[src/logic/corr_pkg.sv]
package corr_pkg;

	localparam int RESOLUTION = 16; // Two bytes per count.

	typedef logic [RESOLUTION-1:0] count_t;

	localparam count_t COUNT_MAX = '1; // Saturation value.

	// Host command bytes.
	localparam logic [7:0] CMD_START = 8'h01;
	localparam logic [7:0] CMD_STOP = 8'h02;
	localparam logic [7:0] CMD_MASK = 8'h03;

	// Packet framing.
	localparam logic [7:0] PKT_HEAD = 8'hA5;
	localparam logic [7:0] PKT_FOOT = 8'h5A;

endpackage

[src/logic/line_sampler.sv]
`timescale 1ns/1ns

module line_sampler #(
	parameter int NUM_INPUTS = 4,
	parameter int LAG = 4
) (
	input logic intclk,
	input logic rst_n,
	input logic [NUM_INPUTS-1:0] line_in,
	input logic [NUM_INPUTS-1:0] invert_mask,
	output logic [NUM_INPUTS-1:0] samples,
	output logic [NUM_INPUTS*LAG-1:0] history
);

	logic [NUM_INPUTS-1:0] sync_q;

	always_ff @(posedge intclk or negedge rst_n) begin
		if (!rst_n) begin
			sync_q <= '0;
			samples <= '0;
		end else begin
			sync_q <= line_in; // First stage.
			samples <= sync_q ^ invert_mask; // Polarity applied here.
		end
	end

	// Bit i*LAG+k-1 is line i delayed by k cycles.
	always_ff @(posedge intclk or negedge rst_n) begin
		if (!rst_n) begin
			history <= '0;
		end else begin
			for (int i = 0; i < NUM_INPUTS; i++) begin
				history[i*LAG +: LAG] <= {history[i*LAG +: LAG-1], samples[i]};
			end
		end
	end

endmodule

[src/logic/pulse_counter.sv]
`timescale 1ns/1ns

module pulse_counter import corr_pkg::*; #(
	parameter int NUM_INPUTS = 4
) (
	input logic intclk,
	input logic rst_n,
	input logic [NUM_INPUTS-1:0] samples,
	input logic integrating,
	input logic clear,
	output count_t [NUM_INPUTS-1:0] counts
);

	always_ff @(posedge intclk or negedge rst_n) begin
		if (!rst_n) begin
			counts <= '0;
		end else if (clear) begin
			counts <= '0; // New window.
		end else if (integrating) begin
			for (int i = 0; i < NUM_INPUTS; i++) begin
				if (samples[i] && counts[i] != COUNT_MAX) begin
					counts[i] <= counts[i] + 1'b1; // Holds at max.
				end
			end
		end
	end

endmodule

[src/logic/correlator.sv]
`timescale 1ns/1ns

module correlator import corr_pkg::*; #(
	parameter int NUM_INPUTS = 4,
	parameter int LAG = 4,
	parameter bit CROSS = 1'b0,
	localparam int NUM_BASELINES = NUM_INPUTS*(NUM_INPUTS-1)/2,
	localparam int NUM_CH = CROSS ? NUM_BASELINES : NUM_INPUTS
) (
	input logic intclk,
	input logic rst_n,
	input logic [NUM_INPUTS-1:0] samples,
	input logic [NUM_INPUTS*LAG-1:0] history,
	input logic integrating,
	input logic clear,
	output count_t [NUM_CH*LAG-1:0] counts
);

	logic [NUM_CH*LAG-1:0] hit; // One coincidence per channel and lag.

	if (CROSS) begin : g_cross
		for (genvar a = 0; a < NUM_INPUTS; a++) begin : g_a
			for (genvar b = a + 1; b < NUM_INPUTS; b++) begin : g_b
				// Baselines ordered (0,1), (0,2) ... (1,2) ...
				localparam int BL = a*NUM_INPUTS - a*(a+1)/2 + b - a - 1;

				assign hit[BL*LAG] = samples[a] & samples[b]; // Zero lag.
				for (genvar k = 1; k < LAG; k++) begin : g_lag
					assign hit[BL*LAG+k] = history[a*LAG+k-1] & samples[b];
				end
			end
		end
	end else begin : g_auto
		for (genvar i = 0; i < NUM_INPUTS; i++) begin : g_line
			for (genvar k = 0; k < LAG; k++) begin : g_lag
				assign hit[i*LAG+k] = samples[i] & history[i*LAG+k]; // Lag k+1.
			end
		end
	end

	always_ff @(posedge intclk or negedge rst_n) begin
		if (!rst_n) begin
			counts <= '0;
		end else if (clear) begin
			counts <= '0;
		end else if (integrating) begin
			for (int n = 0; n < NUM_CH*LAG; n++) begin
				if (hit[n] && counts[n] != COUNT_MAX) begin
					counts[n] <= counts[n] + 1'b1;
				end
			end
		end
	end

endmodule

[src/logic/cmd_parser.sv]
`timescale 1ns/1ns

module cmd_parser import corr_pkg::*; #(
	parameter int NUM_INPUTS = 4
) (
	input logic intclk,
	input logic rst_n,
	input logic [7:0] rx_data,
	input logic rx_valid,
	input logic busy,
	output logic integrating,
	output logic clear,
	output logic stop_strobe,
	output logic [NUM_INPUTS-1:0] invert_mask
);

	typedef enum logic {
		ST_CMD,
		ST_MASK
	} state_t;

	state_t state;
	logic take;

	assign take = rx_valid & ~busy; // Drop bytes during a packet.

	always_ff @(posedge intclk or negedge rst_n) begin
		if (!rst_n) begin
			state <= ST_CMD;
			integrating <= 1'b0;
			clear <= 1'b0;
			stop_strobe <= 1'b0;
			invert_mask <= '0;
		end else begin
			clear <= 1'b0;
			stop_strobe <= 1'b0;
			if (take) begin
				if (state == ST_MASK) begin
					invert_mask <= rx_data[NUM_INPUTS-1:0]; // Mask operand.
					state <= ST_CMD;
				end else begin
					case (rx_data)
						CMD_START: begin
							integrating <= 1'b1;
							clear <= 1'b1; // Also restarts a running window.
						end
						CMD_STOP: begin
							if (integrating) begin
								integrating <= 1'b0;
								stop_strobe <= 1'b1;
							end
						end
						CMD_MASK: state <= ST_MASK;
						default: state <= ST_CMD;
					endcase
				end
			end
		end
	end

endmodule

[src/logic/packet_tx.sv]
`timescale 1ns/1ns

module packet_tx import corr_pkg::*; #(
	parameter int NUM_INPUTS = 4,
	parameter int LAG = 4,
	localparam int NUM_BASELINES = NUM_INPUTS*(NUM_INPUTS-1)/2,
	localparam int NUM_WORDS = NUM_INPUTS + (NUM_INPUTS + NUM_BASELINES)*LAG,
	localparam int NUM_BYTES = 2*NUM_WORDS + 2,
	localparam int IDX_W = $clog2(NUM_BYTES)
) (
	input logic intclk,
	input logic rst_n,
	input logic stop_strobe,
	input count_t [NUM_INPUTS-1:0] line_counts,
	input count_t [NUM_INPUTS*LAG-1:0] auto_counts,
	input count_t [NUM_BASELINES*LAG-1:0] cross_counts,
	output logic [7:0] tx_data,
	output logic tx_valid,
	output logic busy
);

	count_t [NUM_WORDS-1:0] frame;
	logic [IDX_W-1:0] idx;
	logic [IDX_W-1:0] pos;
	logic [IDX_W-2:0] word;
	logic sending;

	// Word 0 is line 0 total, cross counts last.
	always_ff @(posedge intclk) begin
		if (stop_strobe) begin
			frame <= {cross_counts, auto_counts, line_counts};
		end
	end

	always_ff @(posedge intclk or negedge rst_n) begin
		if (!rst_n) begin
			sending <= 1'b0;
			idx <= '0;
		end else if (stop_strobe) begin
			sending <= 1'b1;
			idx <= '0;
		end else if (sending) begin
			if (idx == IDX_W'(NUM_BYTES-1)) begin
				sending <= 1'b0; // Footer was sent.
			end else begin
				idx <= idx + 1'b1;
			end
		end
	end

	assign pos = idx - 1'b1; // Payload byte number.
	assign word = pos[IDX_W-1:1];

	always_comb begin
		if (idx == '0) begin
			tx_data = PKT_HEAD;
		end else if (idx == IDX_W'(NUM_BYTES-1)) begin
			tx_data = PKT_FOOT;
		end else if (!pos[0]) begin
			tx_data = frame[word][15:8]; // High byte first.
		end else begin
			tx_data = frame[word][7:0];
		end
	end

	assign tx_valid = sending;
	assign busy = stop_strobe | sending;

endmodule

[src/logic/corr_top.sv]
`timescale 1ns/1ns

module corr_top import corr_pkg::*; #(
	parameter int NUM_INPUTS = 4,
	parameter int LAG = 4
) (
	input logic intclk,
	input logic rst_n,
	input logic [NUM_INPUTS-1:0] line_in,
	input logic [7:0] rx_data,
	input logic rx_valid,
	output logic [7:0] tx_data,
	output logic tx_valid,
	output logic busy
);

	localparam int NUM_BASELINES = NUM_INPUTS*(NUM_INPUTS-1)/2;

	logic integrating;
	logic clear;
	logic stop_strobe;
	logic [NUM_INPUTS-1:0] invert_mask;
	logic [NUM_INPUTS-1:0] samples;
	logic [NUM_INPUTS*LAG-1:0] history;
	count_t [NUM_INPUTS-1:0] line_counts;
	count_t [NUM_INPUTS*LAG-1:0] auto_counts;
	count_t [NUM_BASELINES*LAG-1:0] cross_counts;

	line_sampler #(.NUM_INPUTS(NUM_INPUTS), .LAG(LAG)) i_sampler (
		.intclk(intclk),
		.rst_n(rst_n),
		.line_in(line_in),
		.invert_mask(invert_mask),
		.samples(samples),
		.history(history)
	);

	pulse_counter #(.NUM_INPUTS(NUM_INPUTS)) i_counter (
		.intclk(intclk),
		.rst_n(rst_n),
		.samples(samples),
		.integrating(integrating),
		.clear(clear),
		.counts(line_counts)
	);

	correlator #(.NUM_INPUTS(NUM_INPUTS), .LAG(LAG), .CROSS(1'b0)) auto_corr (
		.intclk(intclk),
		.rst_n(rst_n),
		.samples(samples),
		.history(history),
		.integrating(integrating),
		.clear(clear),
		.counts(auto_counts)
	);

	correlator #(.NUM_INPUTS(NUM_INPUTS), .LAG(LAG), .CROSS(1'b1)) cross_corr (
		.intclk(intclk),
		.rst_n(rst_n),
		.samples(samples),
		.history(history),
		.integrating(integrating),
		.clear(clear),
		.counts(cross_counts)
	);

	cmd_parser #(.NUM_INPUTS(NUM_INPUTS)) i_parser (
		.intclk(intclk),
		.rst_n(rst_n),
		.rx_data(rx_data),
		.rx_valid(rx_valid),
		.busy(busy),
		.integrating(integrating),
		.clear(clear),
		.stop_strobe(stop_strobe),
		.invert_mask(invert_mask)
	);

	packet_tx #(.NUM_INPUTS(NUM_INPUTS), .LAG(LAG)) i_tx (
		.intclk(intclk),
		.rst_n(rst_n),
		.stop_strobe(stop_strobe),
		.line_counts(line_counts),
		.auto_counts(auto_counts),
		.cross_counts(cross_counts),
		.tx_data(tx_data),
		.tx_valid(tx_valid),
		.busy(busy)
	);

endmodule

[config.mk]
export PLATFORM = sky130hd
export DESIGN_NAME = corr_top
export DESIGN_NICKNAME = d
export VERILOG_FILES = /design/src/logic/corr_pkg.sv /design/src/logic/line_sampler.sv /design/src/logic/pulse_counter.sv /design/src/logic/correlator.sv /design/src/logic/cmd_parser.sv /design/src/logic/packet_tx.sv /design/src/logic/corr_top.sv
export SDC_FILE = /design/constraint.sdc
export NUM_CORES = 2
export LEC_CHECK = 0
export CAP_MARGIN = 10
export CORE_ASPECT_RATIO = 1.2
export CORE_MARGIN = 3
export CORE_UTILIZATION = 28
export DETAILED_ROUTE_END_ITERATION = 7
export DONT_BUFFER_PORTS = 1
export REMOVE_ABC_BUFFERS = 1
export SYNTH_ARGS = -nofsm -noshare
export SYNTH_HDL_FRONTEND = slang
export SYNTH_SLANG_ARGS = --single-unit
[constraint.sdc]
create_clock -name intclk -period 47.4 [get_ports intclk]
set_input_delay 0 -clock intclk [delete_from_list [all_inputs] [get_ports intclk]]
set_output_delay 0 -clock intclk [all_outputs]
set_load 0.005 [all_outputs]
## After elaboration in Yosys (flattened, before gate mapping)

Cells that the tools add are included.

| operators by class | value |
|---|---|
| muxes and demuxes | 71 |
| divide/modulo/power cells | 0 |
| shifts and indexed selects | 0 |
| reductions and logical operators | 139 |
| $mul | 0 |
| bitwise logic cells | 45 |
| magnitude comparators | 1 |
| equal/unequal tests | 49 |
| add/sub/neg operators | 46 |

Operator list:

| cell | count |
|---|---|
| $mux W384 | 2 |
| $mux W16 | 45 |
| $add A16 B1 Y16 const B | 44 |
| $ne A16 B16 Y1 const B | 44 |
| $mux W256 | 2 |
| $mux W64 | 2 |
| $bmux W16 S6 | 1 |
| $reduce_bool A2 Y1 | 47 |
| $reduce_and A2 Y1 | 46 |
| $logic_and A1 B1 Y1 | 44 |
| $and A1 B1 Y1 | 41 |
| $mux W8 | 3 |
| $mux W7 | 3 |
| $eq A8 B2 Y1 const B | 2 |
| $mux W1 | 12 |
| $eq A8 B1 Y1 const B | 1 |
| $add A7 B1 Y7 const B | 1 |
| $eq A7 B7 Y1 const B | 1 |
| $logic_not A7 Y1 | 1 |
| $lt A6 B7 Y1 const B | 1 |
| $sub A7 B1 Y7 const B | 1 |
| $xor A4 B4 Y4 | 1 |
| $reduce_and A3 Y1 | 1 |
| $ne A2 B2 Y1 const B | 1 |
| 3 further kinds | 4 |

| storage, ports and cells | value |
|---|---|
| word-level logic and storage cells | 449 |
| memories | 0 |
| output and inout port bits | 10 |
| ROM bits | 0 |
| flip-flop bits (word level) | 1,448 |
| bits in latches | 0 |
| bits of input ports | 15 |
| memory bits (writable) | 0 |

## Longest topological paths before layout

| logic depth | value |
|---|---|
| depth after elaboration | 6 |
| depth in mapped cells | 15 |
| depth with buffers taken out | 9 |

## Hierarchy

A second synthesis with hierarchy kept.

| second synthesis, totals | value |
|---|---|
| cells, all modules | 5,240 |
| area total of the unflattened synthesis | 66,178.5 um2 |

By module, submodules not included:

| module | area an instance (um2) | times used | sequential area each (um2) | cells each |
|---|---|---|---|---|
| packet_tx | 27,526.4 | 1 | 21,340.5 | 1,201 |
| correlator at cross_corr | 20,556.0 | 1 | 9,609.2 | 2,174 |
| correlator at auto_corr | 13,706.9 | 1 | 6,406.1 | 1,449 |
| pulse_counter | 3,408.3 | 1 | 1,601.5 | 360 |
| line_sampler | 635.6 | 1 | 600.6 | 28 |
| cmd_parser | 345.3 | 1 | 200.2 | 28 |

## Least setup slack after synthesis

Ideal clock, no wire load.

| timing | value |
|---|---|
| path type | register -> register |
| start | register i_parser.stop_strobe |
| end | register i_parser.invert_mask[0] |
| path slack | 31,394 ps |
| arrival | 15,881 ps |
| stages on the path, launching flop included | 6 |
| buffers on the path | 2 |
| clock period less this slack | 16,006 ps |
| library setup time | 125 ps |
| cells stage by stage | dfrtp_1 > clkbuf_1 > nor2_1 > and3_1 > clkbuf_1 > mux2_2 |

| on the way | value |
|---|---|
| word-level cells in the longest chain between the ends | 4 |

Ends and longest elaborated chain:

| what | RTL line | RTL |
|---|---|---|
| start: declaration | cmd_parser.sv:13 | `output logic stop_strobe,` |
| start signal: assignment | cmd_parser.sv:32 | `stop_strobe <= 1'b0;` |
| start signal: assignment | cmd_parser.sv:36 | `stop_strobe <= 1'b0;` |
| start signal: assignment | cmd_parser.sv:50 | `stop_strobe <= 1'b1;` |
| $or A1 B1 Y1 | packet_tx.sv:67 | `assign busy = stop_strobe \| sending;` |
| $not A1 Y1 | cmd_parser.sv:25 | `assign take = rx_valid & ~busy;` |
| $and A1 B1 Y1 | cmd_parser.sv:25 |  |
| $reduce_and A2 Y1 (no source line) | -- |  |
| end signal: assignment | cmd_parser.sv:39 | `invert_mask <= rx_data[NUM_INPUTS-1:0];` |
| end: declaration | cmd_parser.sv:14 | `output logic [NUM_INPUTS-1:0] invert_mask` |

No other way between the ends.
A chain may end at the register's enable or synchronous reset.

## Worst setup path in the final report

| timing | value |
|---|---|
| start | register i_tx.idx[0] |
| end | output port tx_data[7] |

| on the way | value |
|---|---|
| word-level cells in the longest chain between the ends | 6 |
| elaborated cells on any way between the ends | 8 |

Ends and longest elaborated chain:

| what | RTL line | RTL |
|---|---|---|
| start: declaration | packet_tx.sv:23 | `logic [IDX_W-1:0] idx;` |
| start signal: assignment | packet_tx.sv:46 | `idx <= idx + 1'b1;` |
| $sub A7 B1 Y7 | packet_tx.sv:51 | `assign pos = idx - 1'b1;` |
| $bmux W16 S6 | packet_tx.sv:60, packet_tx.sv:62 |  |
| $mux W16 (not written as such) | packet_tx.sv:60 | `tx_data = frame[word][15:8];` |
| $mux W8 | packet_tx.sv:59 | `end else if (!pos[0]) begin` |
| $mux W8 | packet_tx.sv:57 | `end else if (idx == IDX_W'(NUM_BYTES-1)) begin` |
| $mux W8 * | packet_tx.sv:55 | `if (idx == '0) begin` |
| end: declaration | corr_top.sv:12 | `output logic [7:0] tx_data,` |

Every way passes the cells marked *; elsewhere a longest branch is shown, timed or not. The select of a mux whose other input is x is not followed.

==> summary.md <==
| Metric | Value |
|---|---|
| Synth area leaders | edfxtp_1, dfrtp_1, mux4_2, nor2_1, xor2_1 |
| R2R Setup Slk | between 40 and 50 ns |
| # DRC | 0 |
| GR Util All Layers | 0.139 |
| Ratio of total power to cell area | between 40 and 50 mW/mm2 |
| Met1 track demand over resource | 0.165 |
| Rel. slew slack | 0.0205 |
| Worst r2r src | i_parser.stop_strobe |
| Total power | about 0.0036 W |
| Post-layout minimum cycle time | 5.87 ns |
| Worst Path Max Fanout | 54 |
| Initial detailed-routing violation count | about 2.9k |
| Initial antenna violation count | 2 |
| Final wirelength | 162000 um |
| Rows | 190 |
| Die width | ~440 um |
| Largest net degree at the start of global routing | between 200 and 300 |
| Worst Hold End | i_parser.integrating |
| Mean Syn Cell Area | ~13 um2 |
| Drt wl/cell | slightly above 20 um |
| Cell area after synthesis | around 0.063 mm2 |
| TNS Setup | 0 ns |
| Synth Flop Type | dfrtp_1 |
| Max IR drop VDD | 36.9 uV |
| Core Region | 0.224 mm2 |
| Count of different cell masters after synthesis | 82 |
| Via count | slightly below 40k |
| Post-synth top cells | nor2_1, dfrtp_1, edfxtp_1 |
| Synth top area share | 0.333 |
| Status | completed |
| Vias per inst | about 4.9 |
| RSZ-0062 raised after global routing | no |
| Post-synth ARST share | 0.514 |
| Maximum achievable frequency | between 150 and 200 MHz |
| CP Launch Type | flip-flop |
| Ys Warns | 0 |
| Antenna Nets Post-Route | 0 |
| Met2 Track Usage GR | 0.243 |
| Worst Hold Depth | 4 |
| Hold_sp | rx_data[1] |
| Setup bufs post-CTS | 0 |
| Initial Util | 0.283 |
| Hold Path Class | in2reg |
| Clock buffer count from CTS | ~140 |
| Post-synth EDFFs | approximately 700 |
| Die Area | approximately 0.23 mm2 |
| Final setup fails | 0 |
| Critical Path AT | 5.87 ns |
| Sink Count | between 1k and 1.5k |
| Share of layout cells above drive strength 1 | 0.101 |
| Worst-Skew Late Latency | between 0.7 and 0.8 ns |
| FF-to-FF End | i_tx.frame[280] |
| DPL Wire Length | ~110000 um |
| Max Slew Vio Count | 0 |
| Crit path kind | reg2out |
| Vias in the first global route | just under 40k |
| Final worst path period share | 0.124 |
| Crit. End Element | output pin |
| Final Hold Viols | 0 |
| Area Growth Syn to Fin | 13.7% |
| Area leader, netlist | edfxtp_1 |
| Global Route met3 Usage | 0.0187 |
| Worst r2r path cells | 3 |
| Aggregate global routing overflow | 0 |
| Drt pass-1 iters | 5 |
| CTS max path bufs | 3 |
| GPL Wtd Cong | just under 0.9 |
| CTS tree | built |
| Most numerous cell in the Yosys netlist | nor2_1 |
| Layer with the highest usage | met2 |
| Final #Nets | 5037 |
| First-pass GRT wire length | between 200000 and 250000 um |
| Port Buffer Count | 0 |
| Sequential-to-total area share from yosys stat | 0.627 |
| Clk_skew | 0.0353 ns |
| CP required | 47.40 ns |
| MaxCap Viol Count | 0 |
| Worst-path clk slew | ~0.07 ns |
| Leakage | 28.3 nW |
| Least-Margin Pin Slew | about 1.5 ns |
| Mapped Cells | roughly 5k |
| Synth Register Bits | around 1.4k |
| Die Span Y | 527 um |
| Clock root buffer | clkbuf_16 |
| H-tree depth | 4 |
| # IOs | 25 |
-- critical path: stages, from the launching register on --
cell	delay (ns)
dfrtp_1	0.38
inv_1	0.51
ha_4	0.51
buf_4	0.77
buf_4	0.72
mux4_2	0.60
a22o_1	0.26
o211a_1	0.31
nor4_1	0.51
o2111ai_1	0.38
-- power breakdown --
group          internal [W]  switching, W  leakage (nW)
sequential          0.00143      0.000135          17.5
clock              0.000713      0.000507          2.46
combinational      0.000328      0.000477          8.40
total               0.00248       0.00112          28.3
-- cell type report --
cell class              count  area (um2)
flip-flops and latches   1448       39800
fillers                 22095      152000
well taps                2976        3720
repair buffers             74         768
clock inverters            81        1110
clock buffers             180        3920
inverters                  81         304
multi-input cells        3228       22600
diodes                      2        5.00
-- sequential cells by signal, indices dropped and copies added, names as in the netlist --
name	flops
i_parser.invert_mask	4
cross_corr.counts	384
i_tx.tx_valid	1
i_sampler.history	16
i_parser.clear	1
i_parser.integrating	1
i_sampler.samples	4
i_tx.idx	7
i_sampler.sync_q	4
i_parser.state	1
i_parser.stop_strobe	1
i_counter.counts	64
i_tx.frame	704
auto_corr.counts	256
-- placed cells by master (no fill, tap or decap), types with 54 or more instances in the layout --
master     count
nor3_1        55
o21ai_0      115
mux2i_1       54
dfrtp_1      742
and4_1        99
edfxtp_1     704
nand4_1      162
nor2_1       763
xnor2_1      260
mux4_2       176
inv_1         80
clkbuf_16    145
nand2_1      354
nand3_1      226
or3_1        101
xor2_1       321
and3_1        89
a21oi_1      122
-- repair_timing --
action	CTS	global route
hold endpoints to repair	540	0
hold buffers	29	0
gates resized for setup	0	0
-- worst max-delay path by stage --
stage,from,end,slack (ns)
after detailed placement,i_tx.idx[0],tx_data[5],42.30
after global placement,i_tx.idx[0],tx_data[0],42.35
final,i_tx.idx[0],tx_data[7],41.53
after floorplan,i_parser.stop_strobe,i_parser.invert_mask[0],30.13
after CTS,i_tx.idx[0],tx_data[1],41.43
after global routing,i_tx.idx[0],tx_data[7],41.23
-- stage by stage --
step                      utilization  instance area (um2)  worst slack [ns]  hold slack, ns  std cells
after floorplan                     -                62600             30.13          -0.296       4757
after CTS                       0.321                72100             41.43          0.0378       8067
final                           0.322                72200             41.53           0.104       8070
after global routing            0.321                72100             41.23           0.123       8069
after global placement          0.297                66800             42.35          -0.276       7777
after detailed placement        0.297                66800             42.30          -0.276       7777
-- cell families (layout without fill, tap and decap cells) --
logic type,count (synthesis),after routing,synth area share
muxes,246,246,0.0743
AOI/OAI and AO/OA,395,395,0.0411
adders and majority gates,48,48,0.00947
DFF,1448,1448,0.627
buffers and inverters,251,416,0.0185
other,0,2,0
xor gates and xnor gates,587,587,0.0817
and+or+nand+nor,1952,1952,0.148
-- metal layers --
metal  wire [um]  share of wire
met5           0              0
met4        9290          0.057
met3        6680          0.041
met2       83400           0.51
met1       62900           0.39
Note: power is estimated with default switching activity, not from simulation.
